==> config.mk <==
export PLATFORM = sky130hd
export DESIGN_NAME = mmc_bb
export DESIGN_NICKNAME = d
export VERILOG_FILES = /design/src/verilog/mmc_bb_reg_pkg.sv /design/src/verilog/mmc_bb_seq_pkg.sv /design/src/verilog/mmc_line_if.sv /design/src/verilog/mmc_bb_regs.sv /design/src/verilog/mmc_clk_seq.sv /design/src/verilog/mmc_line_io.sv /design/src/verilog/mmc_bb.sv
export SDC_FILE = /design/constraint.sdc
export NUM_CORES = 1
export LEC_CHECK = 0
export BUFFER_PORTS_ARGS = -buffer_cell sky130_fd_sc_hd__buf_2
export CAP_MARGIN = 10
export CORE_UTILIZATION = 35
export CTS_CLUSTER_DIAMETER = 100
export DETAILED_ROUTE_END_ITERATION = 7
export PLACE_DENSITY = 0.59
export SLEW_MARGIN = 30
export SYNTH_ARGS = -nofsm -noshare
export SYNTH_HDL_FRONTEND = slang
export SYNTH_SLANG_ARGS = --single-unit
==> constraint.sdc <==
create_clock -name lb_clk -period 1.9 [get_ports lb_clk]
set_input_delay 0.095 -clock lb_clk [delete_from_list [all_inputs] [get_ports lb_clk]]
set_output_delay 0.095 -clock lb_clk [all_outputs]
set_load 0.05 [all_outputs]
==> src/verilog/mmc_bb_reg_pkg.sv <==
`default_nettype none

package mmc_bb_reg_pkg;

  localparam int lb_width  = 8;
  localparam int adr_width = 3;

  typedef logic [lb_width-1:0]  lb_dat_t;
  typedef logic [adr_width-1:0] lb_adr_t;

  // Register map
  localparam lb_adr_t reg_dat_o    = 3'd0;
  localparam lb_adr_t reg_dat_i    = 3'd1;
  localparam lb_adr_t reg_cmd_o    = 3'd2;
  localparam lb_adr_t reg_cmd_i    = 3'd3;
  localparam lb_adr_t reg_oens     = 3'd4;
  localparam lb_adr_t reg_status   = 3'd5;
  localparam lb_adr_t reg_adv_type = 3'd6;
  // Write only and reads as zero
  localparam lb_adr_t reg_adv_man  = 3'd7;

  // Bits in reg_oens
  localparam int oen_cmd_bit = 0;
  localparam int oen_dat_bit = 1;

  // Bits in reg_status
  localparam int st_detect_bit = 0;
  localparam int st_done_bit   = 4;

endpackage

`default_nettype wire

==> src/verilog/mmc_bb_seq_pkg.sv <==
`default_nettype none

package mmc_bb_seq_pkg;

  // Advance mode where unknown codes act as manual
  typedef logic [2:0] adv_type_t;

  localparam adv_type_t adv_manual = 3'd0;
  localparam adv_type_t adv_cmd_rd = 3'd1;
  localparam adv_type_t adv_cmd_wr = 3'd2;
  localparam adv_type_t adv_dat_rd = 3'd3;
  localparam adv_type_t adv_dat_wr = 3'd4;

  // lb_clk cycles per card clock pulse
  localparam int clk_phases = 4;

  typedef logic [1:0] phase_cnt_t;

endpackage

`default_nettype wire

==> src/verilog/mmc_line_if.sv <==
`default_nettype none

interface mmc_line_if;

  // Driven by the register block
  logic                    cmd_o;
  logic                    cmd_oen;
  mmc_bb_reg_pkg::lb_dat_t data_o;
  logic                    data_oen;

  // Sampled values held by the pin block
  logic                    cmd_i;
  mmc_bb_reg_pkg::lb_dat_t data_i;

  modport regs (
    output cmd_o,
    output cmd_oen,
    output data_o,
    output data_oen,
    input  cmd_i,
    input  data_i
  );

  modport pins (
    input  cmd_o,
    input  cmd_oen,
    input  data_o,
    input  data_oen,
    output cmd_i,
    output data_i
  );

endinterface

`default_nettype wire

==> src/verilog/mmc_bb_regs.sv <==
`default_nettype none

module mmc_bb_regs (
  input  wire                          lb_clk,
  input  wire                          lb_rst,
  input  wire                          lb_stb_i,
  input  wire                          lb_we_i,
  input  wire mmc_bb_reg_pkg::lb_adr_t lb_adr_i,
  input  wire mmc_bb_reg_pkg::lb_dat_t lb_dat_i,
  output mmc_bb_reg_pkg::lb_dat_t      lb_dat_o,
  input  wire                          mmc_detect_i,
  input  wire                          trans_done_i,
  output logic                         advance_o,
  mmc_line_if.regs                     line
);

  mmc_bb_seq_pkg::adv_type_t adv_type;
  mmc_bb_reg_pkg::lb_dat_t   status;
  mmc_bb_reg_pkg::lb_dat_t   oens;
  logic                      wr;
  logic                      rd;

  assign wr = lb_stb_i & lb_we_i;
  assign rd = lb_stb_i & ~lb_we_i;

  always_ff @(posedge lb_clk) begin
    if (lb_rst) begin
      line.data_o   <= '0;
      line.cmd_o    <= 1'b0;
      line.cmd_oen  <= 1'b0;
      line.data_oen <= 1'b0;
      adv_type      <= mmc_bb_seq_pkg::adv_manual;
    end else if (wr) begin
      case (lb_adr_i)
        mmc_bb_reg_pkg::reg_dat_o: begin
          line.data_o <= lb_dat_i;
        end
        mmc_bb_reg_pkg::reg_cmd_o: begin
          line.cmd_o <= lb_dat_i[0];
        end
        mmc_bb_reg_pkg::reg_oens: begin
          line.cmd_oen  <= lb_dat_i[mmc_bb_reg_pkg::oen_cmd_bit];
          line.data_oen <= lb_dat_i[mmc_bb_reg_pkg::oen_dat_bit];
        end
        mmc_bb_reg_pkg::reg_adv_type: begin
          adv_type <= lb_dat_i[2:0];
        end
        default: begin
        end
      endcase
    end
  end

  always_comb begin
    status = '0;
    status[mmc_bb_reg_pkg::st_detect_bit] = mmc_detect_i;
    status[mmc_bb_reg_pkg::st_done_bit]   = trans_done_i;
    oens = '0;
    oens[mmc_bb_reg_pkg::oen_cmd_bit] = line.cmd_oen;
    oens[mmc_bb_reg_pkg::oen_dat_bit] = line.data_oen;
  end

  // Read data follows the address with no register stage
  always_comb begin
    case (lb_adr_i)
      mmc_bb_reg_pkg::reg_dat_o:    lb_dat_o = line.data_o;
      mmc_bb_reg_pkg::reg_dat_i:    lb_dat_o = line.data_i;
      mmc_bb_reg_pkg::reg_cmd_o:    lb_dat_o = {7'b0, line.cmd_o};
      mmc_bb_reg_pkg::reg_cmd_i:    lb_dat_o = {7'b0, line.cmd_i};
      mmc_bb_reg_pkg::reg_oens:     lb_dat_o = oens;
      mmc_bb_reg_pkg::reg_status:   lb_dat_o = status;
      mmc_bb_reg_pkg::reg_adv_type: lb_dat_o = {5'b0, adv_type};
      default:                      lb_dat_o = '0;
    endcase
  end

  // Manual strobe or the access matching the advance mode
  always_comb begin
    advance_o = wr && (lb_adr_i == mmc_bb_reg_pkg::reg_adv_man);
    case (adv_type)
      mmc_bb_seq_pkg::adv_cmd_rd: begin
        if (rd && lb_adr_i == mmc_bb_reg_pkg::reg_cmd_i) advance_o = 1'b1;
      end
      mmc_bb_seq_pkg::adv_cmd_wr: begin
        if (wr && lb_adr_i == mmc_bb_reg_pkg::reg_cmd_o) advance_o = 1'b1;
      end
      mmc_bb_seq_pkg::adv_dat_rd: begin
        if (rd && lb_adr_i == mmc_bb_reg_pkg::reg_dat_i) advance_o = 1'b1;
      end
      mmc_bb_seq_pkg::adv_dat_wr: begin
        if (wr && lb_adr_i == mmc_bb_reg_pkg::reg_dat_o) advance_o = 1'b1;
      end
      default: begin
      end
    endcase
  end

endmodule

`default_nettype wire

==> src/verilog/mmc_clk_seq.sv <==
`default_nettype none

module mmc_clk_seq (
  input  wire  lb_clk,
  input  wire  lb_rst,
  input  wire  advance_i,
  output logic mmc_clk_o,
  output logic trans_done_o,
  output logic sample_o
);

  localparam mmc_bb_seq_pkg::phase_cnt_t phase_load =
    mmc_bb_seq_pkg::phase_cnt_t'(mmc_bb_seq_pkg::clk_phases - 1);

  mmc_bb_seq_pkg::phase_cnt_t phase_cnt;

  // Counts 3, 2, 1, 0 and rests at zero
  always_ff @(posedge lb_clk) begin
    if (lb_rst) begin
      phase_cnt <= '0;
    end else if (phase_cnt != '0) begin
      phase_cnt <= phase_cnt - 1'b1;
    end else if (advance_i) begin
      phase_cnt <= phase_load;
    end
  end

  // Low for the first half of the pulse so idle is high
  assign mmc_clk_o    = ~phase_cnt[1];
  assign trans_done_o = (phase_cnt == '0);
  // Card clock rising edge
  assign sample_o     = (phase_cnt == 2'd1);

endmodule

`default_nettype wire

==> src/verilog/mmc_line_io.sv <==
`default_nettype none

module mmc_line_io (
  input  wire                          lb_clk,
  input  wire                          lb_rst,
  input  wire                          sample_i,
  input  wire                          mmc_cmd_i,
  input  wire mmc_bb_reg_pkg::lb_dat_t mmc_data_i,
  output logic                         mmc_cmd_o,
  output logic                         mmc_cmd_oen_o,
  output mmc_bb_reg_pkg::lb_dat_t      mmc_data_o,
  output logic                         mmc_data_oen_o,
  mmc_line_if.pins                     line
);

  // Enables are active high
  assign mmc_cmd_o      = line.cmd_o;
  assign mmc_cmd_oen_o  = line.cmd_oen;
  assign mmc_data_o     = line.data_o;
  assign mmc_data_oen_o = line.data_oen;

  // Capture the card lines on the card clock rising edge
  always_ff @(posedge lb_clk) begin
    if (lb_rst) begin
      line.cmd_i  <= 1'b0;
      line.data_i <= '0;
    end else if (sample_i) begin
      line.cmd_i  <= mmc_cmd_i;
      line.data_i <= mmc_data_i;
    end
  end

endmodule

`default_nettype wire

==> src/verilog/mmc_bb.sv <==
`default_nettype none

module mmc_bb (
  input  wire                          lb_clk,
  input  wire                          lb_rst,
  input  wire                          lb_stb_i,
  input  wire                          lb_we_i,
  input  wire mmc_bb_reg_pkg::lb_adr_t lb_adr_i,
  input  wire mmc_bb_reg_pkg::lb_dat_t lb_dat_i,
  output mmc_bb_reg_pkg::lb_dat_t      lb_dat_o,
  output logic                         mmc_clk_o,
  output logic                         mmc_cmd_o,
  input  wire                          mmc_cmd_i,
  output logic                         mmc_cmd_oen_o,
  output mmc_bb_reg_pkg::lb_dat_t      mmc_data_o,
  input  wire mmc_bb_reg_pkg::lb_dat_t mmc_data_i,
  output logic                         mmc_data_oen_o,
  input  wire                          mmc_detect_i
);

  logic advance;
  logic trans_done;
  logic sample;

  mmc_line_if line ();

  mmc_bb_regs regs_i (
    .lb_clk       (lb_clk),
    .lb_rst       (lb_rst),
    .lb_stb_i     (lb_stb_i),
    .lb_we_i      (lb_we_i),
    .lb_adr_i     (lb_adr_i),
    .lb_dat_i     (lb_dat_i),
    .lb_dat_o     (lb_dat_o),
    .mmc_detect_i (mmc_detect_i),
    .trans_done_i (trans_done),
    .advance_o    (advance),
    .line         (line.regs)
  );

  mmc_clk_seq clk_seq_i (
    .lb_clk       (lb_clk),
    .lb_rst       (lb_rst),
    .advance_i    (advance),
    .mmc_clk_o    (mmc_clk_o),
    .trans_done_o (trans_done),
    .sample_o     (sample)
  );

  mmc_line_io line_io_i (
    .lb_clk         (lb_clk),
    .lb_rst         (lb_rst),
    .sample_i       (sample),
    .mmc_cmd_i      (mmc_cmd_i),
    .mmc_data_i     (mmc_data_i),
    .mmc_cmd_o      (mmc_cmd_o),
    .mmc_cmd_oen_o  (mmc_cmd_oen_o),
    .mmc_data_o     (mmc_data_o),
    .mmc_data_oen_o (mmc_data_oen_o),
    .line           (line.pins)
  );

endmodule

`default_nettype wire

==> Word-level counts from Yosys, hierarchy flattened <==
Cells that the tools add are included.
{ "totals": {"reg_bits": 25, "inputBits": 25, "out_inout_bits": 20, "word_cells": 46} }
{ "classes": {"addsub": 1, "eq_ne": 12, "n_mux": 8, "n_bitwise": 4, "n_reduce_logical": 13} }
{ "ops": {"columns": ["op", "n"], "rows": [
  ["8-bit case mux with 7 select lines", 1],
  ["3-bit == test, second input constant", 5],
  ["3-bit by 2-bit == test with 1-bit output, second input constant", 4],
  ["2-bit AND reduction", 4],
  ["3-bit by 1-bit == test with 1-bit output, second input constant", 2],
  ["1-bit logical AND", 5],
  ["1-bit two-way mux", 4],
  ["2-bit two-way mux", 2],
  ["1-bit case mux with 4 select lines", 1],
  ["2-bit nonzero test", 2],
  ["3-bit logical NOT", 1],
  ["1-bit bitwise AND", 2],
  ["2-bit by 1-bit == test with 1-bit output, second input constant", 1],
  ["2-bit logical NOT", 1],
  ["1-bit NOT", 2],
  ["2-bit by 1-bit subtractor with 2-bit output, second input constant", 1]
]} }

==> Depth between registers and ports, before layout <==
Gate-level depths: netlist of the first run.
{ "logic_depth": {"depth_word": 7, "ltp_mapped": 7, "mapped_depth_nobuf": 5} }

==> Cells and area by module <==
A second synthesis of the first run with hierarchy kept.
{ "hier_totals": {"cells_unflattened": 163, "area_unflattened_um2": 1460.2} }
{ "modules_own_cells": {"columns": ["module", "n_inst", "cells_each", "area_each_um2", "seq_area_each_um2"], "rows": [
  ["mmc_bb_regs", 1, 110, 933.4, 280.3],
  ["mmc_line_io", 1, 40, 401.6, 180.2],
  ["mmc_clk_seq", 1, 13, 125.1, 40.0]
]} }

==> Worst setup path after synthesis of the first run <==
No wires, ideal clock.
{ "synth_timing": {"path_type": "register -> output", "start": "reg regs_i.line.cmd_o", "end": "out lb_dat_o[0]", "t_arrival_ns": 1.750, "required_ns": 1.805, "setup_slack_ns": 0.055, "path_stages_with_launch": 4, "n_path_buf": 0, "path_cell_list": "dfxtp_1 mux4_2 nor2_1 a21oi_1"} }
{ "synth_via": {"elab_chain_cells": 1} }
{ "synth_lines": {"columns": ["element", "line_no", "text"], "rows": [
  ["from (decl)", "mmc_line_if.sv:16", "output cmd_o,"],
  ["from (signal assigned)", "mmc_bb_regs.sv:39", "line.cmd_o <= lb_dat_i[0];"],
  ["8-bit case mux with 7 select lines", "mmc_bb_regs.sv:65", "case (lb_adr_i)"],
  ["to (decl)", "mmc_bb.sv:10", "output mmc_bb_reg_pkg::lb_dat_t lb_dat_o,"]
]} }
Every way passes these cells.

==> Worst setup path after layout of the first run <==
{ "layout_timing": {"start": "reg regs_i.adv_type[1]", "end": "reg clk_seq_i.phase_cnt[1]"} }
{ "layout_via": {"elab_chain_cells": 3, "elab_cells_between_ends": 6, "classes_between": "eq/ne: 4; mux: 1; reduce/logical: 1"} }
{ "layout_lines": {"columns": ["element", "line_no", "text"], "rows": [
  ["from (decl)", "mmc_bb_regs.sv:17", "mmc_bb_seq_pkg::adv_type_t adv_type;"],
  ["from (signal assigned)", "mmc_bb_regs.sv:32", "adv_type <= mmc_bb_seq_pkg::adv_manual;"],
  ["from (signal assigned)", "mmc_bb_regs.sv:46", "adv_type <= lb_dat_i[2:0];"],
  ["3-bit == test (tied with other cells)", "mmc_bb_regs.sv:80", "case (adv_type)"],
  ["1-bit case mux with 4 select lines (*)", "mmc_bb_regs.sv:80", null],
  ["2-bit nonzero test (no line) (*)", null, null],
  ["to (signal assigned)", "mmc_clk_seq.sv:22", "phase_cnt <= phase_cnt - 1'b1;"],
  ["to (signal assigned)", "mmc_clk_seq.sv:24", "phase_cnt <= phase_load;"],
  ["to (decl)", "mmc_clk_seq.sv:15", "mmc_bb_seq_pkg::phase_cnt_t phase_cnt;"]
]} }
Mark *: on every way between the ends. The rest lies on a longest branch, timed or not.
A chain may end at the register's enable or synchronous reset.

==> flow_metrics.env, run 1 <==
export IMPL_status="completed"
export IMPL_synth_edf_count=0
export IMPL_power_density_nw_per_um2=946
export IMPL_antenna_found_initial=0
export IMPL_synth_area_leaders="dfxtp_1 (39%), mux2i_1 (22%), nor2_1 (9.9%), buf_6 (2.6%), o41ai_4 (2.1%)"
export IMPL_p_switching_w=0.000508
export IMPL_cp_start_kind="flop"
export IMPL_ir_drop_mv=0.367
export IMPL_post_cts_resized=0
export IMPL_synth_largest_area_cell="dfxtp_1"
export IMPL_critical_path_max_fanout=6
export IMPL_maxSlewViolCount=0
export IMPL_core_um2=3440
export IMPL_tightest_slew_ns=0.582
export IMPL_fmax_mhz=624
export IMPL_design_die_area_um2=3930
export IMPL_worstPathCellList="or4b_1 > o22ai_2 > a211oi_2 > mux2_4"
export IMPL_final_common_cell="buf_2"
export IMPL_switching_share=0.344
export IMPL_synth_net_count=166
export IMPL_grt_max_degree=27
export IMPL_drc_errors=0
export IMPL_p_comb_frac=0.365
export IMPL_grt_pass1_vias=1094
export IMPL_cts_sinks=25
export IMPL_clock_latency_ns=0.27
export IMPL_die_x_um=62.7
export IMPL_rsz0062_at_grt="false"
export IMPL_top_layer="met4"
export IMPL_period_minus_slack_ns=1.60
export IMPL_leakagePower_nw=0.736
export IMPL_utilization=0.454
export IMPL_ys_warn_count=0
export IMPL_cp_slowest_cell="or4b_1"
export IMPL_hold_path_class="in -> reg"
export IMPL_postSynthCellCount=139
export IMPL_cts_buffer_depth=2
export IMPL_cts_root_buf="clkbuf_8"
export IMPL_nFillCells=355
export IMPL_seqPwrFrac=0.423
export IMPL_synth_cell_type_count=27
export IMPL_cts_buffers=3
export IMPL_synth_seq_area_share=0.389
export IMPL_wl_met3_um=161
export IMPL_initialDrtViolationCount=71
export IMPL_hpwlAfterDp_um=2240
export IMPL_finalCritPeriodShare=0.843
export IMPL_crit_buf_inv=0
export IMPL_critPathRequiredTime_ns=2.06
export IMPL_postCtsSetupBuffers=0
export IMPL_cts_tree="yes"
export IMPL_wl_met2_um=1400
export IMPL_n_antenna_cell=0
export IMPL_vias=1103
export IMPL_syn_to_final_growth_pct=21.4
export IMPL_synth_flop_cell="dfxtp_1"
export IMPL_drive_above_1_share=0.313
export IMPL_fin_nets=207
export IMPL_io_buffers=44
export IMPL_routedWlPerCell_um=12.8
export IMPL_gp_congestion=0.781
export IMPL_layout_common_cells="buf_2 (44), nor2_1 (34), mux2i_1 (28), dfxtp_1 (25), nand2_1 (6)"
export IMPL_power_w=0.00148
export IMPL_cp_end_kind="flop"
export IMPL_cts_hold_buffers=0
export IMPL_start_util=0.374
export IMPL_critPathKind="reg -> reg"
export IMPL_vias_per_cell=4.90
export IMPL_netlist_area_um2=1290
export IMPL_pwr_share_clk=0.212
export IMPL_slowest_delay_ns=0.49
export IMPL_rows=21
export IMPL_routed_wl_um=2890
export IMPL_ys_ff_latch=25
export IMPL_grt_pass1_wl_um=4950
export IMPL_htree_levels=1
export IMPL_critPathTopFamily="simple AND/OR/NAND/NOR gates"
export IMPL_dieHeight_um=62.7
export IMPL_hold_ws_ns=0.0604
export IMPL_finalSetupTns_ns=0
export IMPL_clk_pin_slew_ns=0.09
export IMPL_finalSetupViolCount=0
export IMPL_grt_usage=0.157
export IMPL_intPower_w=0.000971
export IMPL_grt_ovfl_total=0
export IMPL_firstDrtPassIters=4
export IMPL_place_ws_ns=0.318
export IMPL_wl_met1_um=1310
export IMPL_synth_top_area_frac=0.389
export IMPL_critPathArrivalTime_ns=1.76
export IMPL_worst_slack_ns=0.299
export IMPL_maxCapViolCount=0
export IMPL_clock_skew_ns=0.00926
export IMPL_slew_headroom=0.612
export IMPL_finalHoldViolations=0
export IMPL_syn_avg_cell_area_um2=9.26
export IMPL_pin_count=45
export IMPL_async_reset_ff_frac=0
export IMPL_ant_nets=0
-- sequential cells by signal, summed over array words and instances (netlist names) --
register and count:
line_io_i.line.data_i 8, regs_i.line.data_oen 1, regs_i.line.cmd_o 1, regs_i.line.data_o 8, regs_i.adv_type 3, regs_i.line.cmd_oen 1
line_io_i.line.cmd_i 1, clk_seq_i.phase_cnt 2
-- path summary, 6_finish.rpt --
kind	from	end	slack, ns	cells past startpoint
min	lb_dat_i[6]	regs_i.line.data_o[6]	0.06	3
min reg2reg	line_io_i.line.cmd_i	line_io_i.line.cmd_i	0.50	2
max	regs_i.adv_type[1]	clk_seq_i.phase_cnt[1]	0.30	4
max reg2reg	regs_i.adv_type[1]	clk_seq_i.phase_cnt[1]	0.30	4
-- metrics by stage --
stage / cells / area (µm²)
4_1_cts: 225 / 1560
2_1_floorplan: 139 / 1290
3_5_place_dp: 221 / 1520
3_3_place_gp: 221 / 1520
5_1_grt: 225 / 1560
6_report: 225 / 1560
-- cell type report --
type                            count  area (µm²)  share of cell area
Tap cell                           46        57.6              0.0368
Clock inverter                      1        5.00             0.00320
Timing Repair Buffer               46         235               0.151
Inverter                            4        15.0             0.00961
Sequential cell                    25         500               0.320
Multi-Input combinational cell    100         708               0.453
Clock buffer                        3        41.3              0.0264
-- tightest hold or removal path, stage by stage --
cell,delay [ns]
buf_2,0.08
mux2i_1,0.05
nor2_1,0.07
-- power by group through the flow --
stage               clock network [W]  logic [W]  registers (W)
global route                 0.000355   0.000591       0.000634
detailed placement                  0   0.000538       0.000639
floorplan                           0   0.000426       0.000640
finish                       0.000314   0.000539       0.000626
CTS                          0.000325   0.000542       0.000627
global placement                    0   0.000525       0.000640
-- kinds of logic (layout without fill, tap and decap cells) --
logic type / Yosys count / in the layout / share of synthesized area
flip-flops: 25 / 25 / 0.389
AND/OR/NAND/NOR: 50 / 50 / 0.177
AO/OA/AOI/OAI: 18 / 18 / 0.107
adder cells (fa/ha/maj): 2 / 2 / 0.0194
buffers and inverters: 14 / 54 / 0.0612
multiplexers: 30 / 30 / 0.247
-- cell usage after synthesis, types with 2 or more instances --
library cell / number
a21oi_1: 5
a31oi_1: 2
buf_2: 3
buf_6: 3
clkbuf_1: 4
dfxtp_1: 25
ha_1: 2
inv_1: 4
mux2i_1: 28
nand2_1: 6
nand2b_1: 2
nand4b_1: 2
nor2_1: 34
o21ai_1: 5
or2_1: 2
-- per-layer routing --
metal	vias to the layer above	GRT usage
met1	511	0.195
met2	32	0.272
met4	0	0.0465
li1	558	-
met5	-	0
met3	2	0.0328
No activity file was read; power rests on OpenSTA's default activity.
==> run 2, diff against run 1 <==
--- a/config.mk
+++ b/config.mk
@@ -10,7 +10,7 @@
 export CORE_UTILIZATION = 35
 export CTS_CLUSTER_DIAMETER = 100
 export DETAILED_ROUTE_END_ITERATION = 7
-export PLACE_DENSITY = 0.59
+export PLACE_DENSITY = 0.62
 export SLEW_MARGIN = 30
 export SYNTH_ARGS = -nofsm -noshare
 export SYNTH_HDL_FRONTEND = slang
==> constraint.sdc (replaced) <==
create_clock -name lb_clk -period 1.45 [get_ports lb_clk]
set_input_delay 0.0725 -clock lb_clk [delete_from_list [all_inputs] [get_ports lb_clk]]
set_output_delay 0.0725 -clock lb_clk [all_outputs]
set_load 0.05 [all_outputs]
==> run 2 against run 1 <==
Effect of this change: worst setup slack got worse by 0.29 ns; non-clock buffer count up 8; combinational power increased by 53%; sequential share of layout area shrank 2.4 points; clock skew shrank 0.0066 ns; final area is 9.8% higher; wire length rose by 5.1%; core utilization increased by 4.4 points; final cell count increased by 3.6%; worst hold slack worse by 0.032 ns; critical path type is now reg -> out; highest routed layer unchanged.
==> flow_metrics.env, run 2 (synthesized netlist as in run 1, its figures left out) <==
export IMPL_layout_common_cells="buf_2 (40), mux2i_1 (28), nor2_1 (28), dfxtp_1 (19), buf_4 (11)"
export IMPL_top_regs="line_io_i.line.data_i: 8 flops, regs_i.line.data_o: 8 flops, regs_i.adv_type: 3 flops"
export IMPL_critPathTopFamily="multiplexers"
export IMPL_timing_rr_start="regs_i.adv_type[2]"
export IMPL_cts_root_buf="clkbuf_8"
export IMPL_dp_cells=229
export IMPL_tightest_slew_ns=0.510
export IMPL_leakagePower_nw=0.780
export IMPL_hold_depth=3
export IMPL_status="completed"
export IMPL_worst_slack_ns=0.00780
export IMPL_grt_max_degree=15
export IMPL_finalSetupTns_ns=0
export IMPL_rows=21
export IMPL_postCtsSetupBuffers=0
export IMPL_period_minus_slack_ns=1.44
export IMPL_hold_path_end="regs_i.line.data_o[6]"
export IMPL_cp_slowest_cell="mux4_2"
export IMPL_slowest_delay_ns=0.46
export IMPL_firstDrtPassIters=4
export IMPL_hpwlAfterDp_um=2300
export IMPL_n_antenna_cell=0
export IMPL_ir_drop_mv=0.553
export IMPL_place_ws_ns=0.0317
export IMPL_crit_buf_inv=1
export IMPL_cp_end_kind="primary output"
export IMPL_cts_hold_buffers=0
export IMPL_dieHeight_um=62.7
export IMPL_fin_nets=215
export IMPL_startpoint="regs_i.line.data_o[0]"
export IMPL_cts_tree="yes"
export IMPL_power_w=0.00208
export IMPL_gp_congestion=0.835
export IMPL_routed_wl_um=3030
export IMPL_cp_depth=4
export IMPL_grt_pass1_vias=1124
export IMPL_hold_path_class="in -> reg"
export IMPL_finalSetupViolCount=0
export IMPL_hold_ws_ns=0.0284
export IMPL_fmax_mhz=693
export IMPL_htree_levels=1
export IMPL_maxSlewViolCount=0
export IMPL_drive_above_1_share=0.439
export IMPL_grt_ovfl_total=0
export IMPL_nFillCells=333
export IMPL_ff2ff_path_depth=4
export IMPL_maxCapViolCount=0
export IMPL_grt_usage=0.166
export IMPL_syn_to_final_growth_pct=33.2
export IMPL_clock_skew_ns=0.00271
export IMPL_ant_nets=0
export IMPL_worstPathCellList="mux4_2 > nor2_2 > a21oi_2 > buf_6"
export IMPL_instances_no_fill=233
export IMPL_cts_sinks=25
export IMPL_cts_buffer_depth=2
export IMPL_finalHoldViolations=0
export IMPL_io_buffers=44
export IMPL_min_from="lb_dat_i[6]"
export IMPL_pin_count=45
export IMPL_slew_headroom=0.660
export IMPL_register_area_um2=508
export IMPL_power_density_nw_per_um2=1210
export IMPL_critPathRequiredTime_ns=1.38
export IMPL_finalCritPeriodShare=0.995
export IMPL_initialDrtViolationCount=47
export IMPL_cts_buffers=3
export IMPL_routedWlPerCell_um=13.0
export IMPL_vias_per_cell=4.96
export IMPL_multi_input_area_um2=773
export IMPL_final_common_cell="buf_2"
export IMPL_antenna_found_initial=0
export IMPL_core_um2=3440
export IMPL_die_x_um=62.7
export IMPL_cp_start_kind="flop"
export IMPL_drc_errors=0
export IMPL_r2r_end="clk_seq_i.phase_cnt[1]"
export IMPL_clk_pin_slew_ns=0.09
export IMPL_start_util=0.374
export IMPL_critPathKind="reg -> out"
export IMPL_grt_pass1_wl_um=5130
export IMPL_clock_latency_ns=0.27
export IMPL_critPathArrivalTime_ns=1.37
export IMPL_design_die_area_um2=3930
export IMPL_rrSetupSlack_ns=0.008
export IMPL_vias=1156
export IMPL_rsz0062_at_grt="true"
export IMPL_critical_path_max_fanout=3
[run 2: cell types whose count changed in the layout (fill, tap and decap cells not counted), moves of 4 or more]
cell     change
buf_2        -4
buf_4        +9
dfxtp_1      -6
dfxtp_2      +6
nor2_1       -6
nor2_2       +5
[run 2: where the power goes]
part | total [W] | switching (W) | internal, W
Clock | 0.000426 | 0.000229 | 0.000197
Combinational | 0.000823 | 0.000447 | 0.000376
Sequential | 0.000835 | 0.0000517 | 0.000783
[run 2: worst max path at each step]
stage / endpoint / slack [ns]
floorplan: lb_dat_o[0] / -0.06
global placement: clk_seq_i.phase_cnt[1] / 0.03
detailed placement: clk_seq_i.phase_cnt[1] / 0.03
CTS: lb_dat_o[0] / 0.0007
global route: lb_dat_o[0] / -0.03
finish: lb_dat_o[0] / 0.008
[run 2: cell type report]
type,instances,area share
Sequential cell,25,0.296
Clock buffer,4,0.0263
Inverter,4,0.0109
Tap cell,46,0.0336
Timing Repair Buffer,54,0.182
Multi-Input combinational cell,100,0.451
[run 2: layer usage]
| layer | share of wire | wire (µm) | global-route usage | up-vias |
|---|---|---|---|---|
| li1 | - | - | - | 574 |
| met1 | 0.46 | 1390 | 0.203 | 544 |
| met2 | 0.49 | 1470 | 0.288 | 34 |
| met3 | 0.049 | 150 | 0.0328 | 4 |
| met4 | 0.0086 | 26 | 0.0523 | 0 |
| met5 | 0 | 0 | 0 | - |
[run 2: timing repair]
action                                  CTS  global route
endpoints found under the setup margin    2             5
pin swaps                                 0             2
resized for setup                         9             6
[run 2: worst min-delay path: stages]
cell and delay (ns):
buf_2 0.08, mux2i_1 0.05, nor2_1 0.07
[run 2: per-stage QoR]
step	area (µm²)	util
floorplan	1340	-
finish	1720	0.498
CTS	1700	0.495
global route	1720	0.498
detailed placement	1630	0.473
global placement	1630	0.473
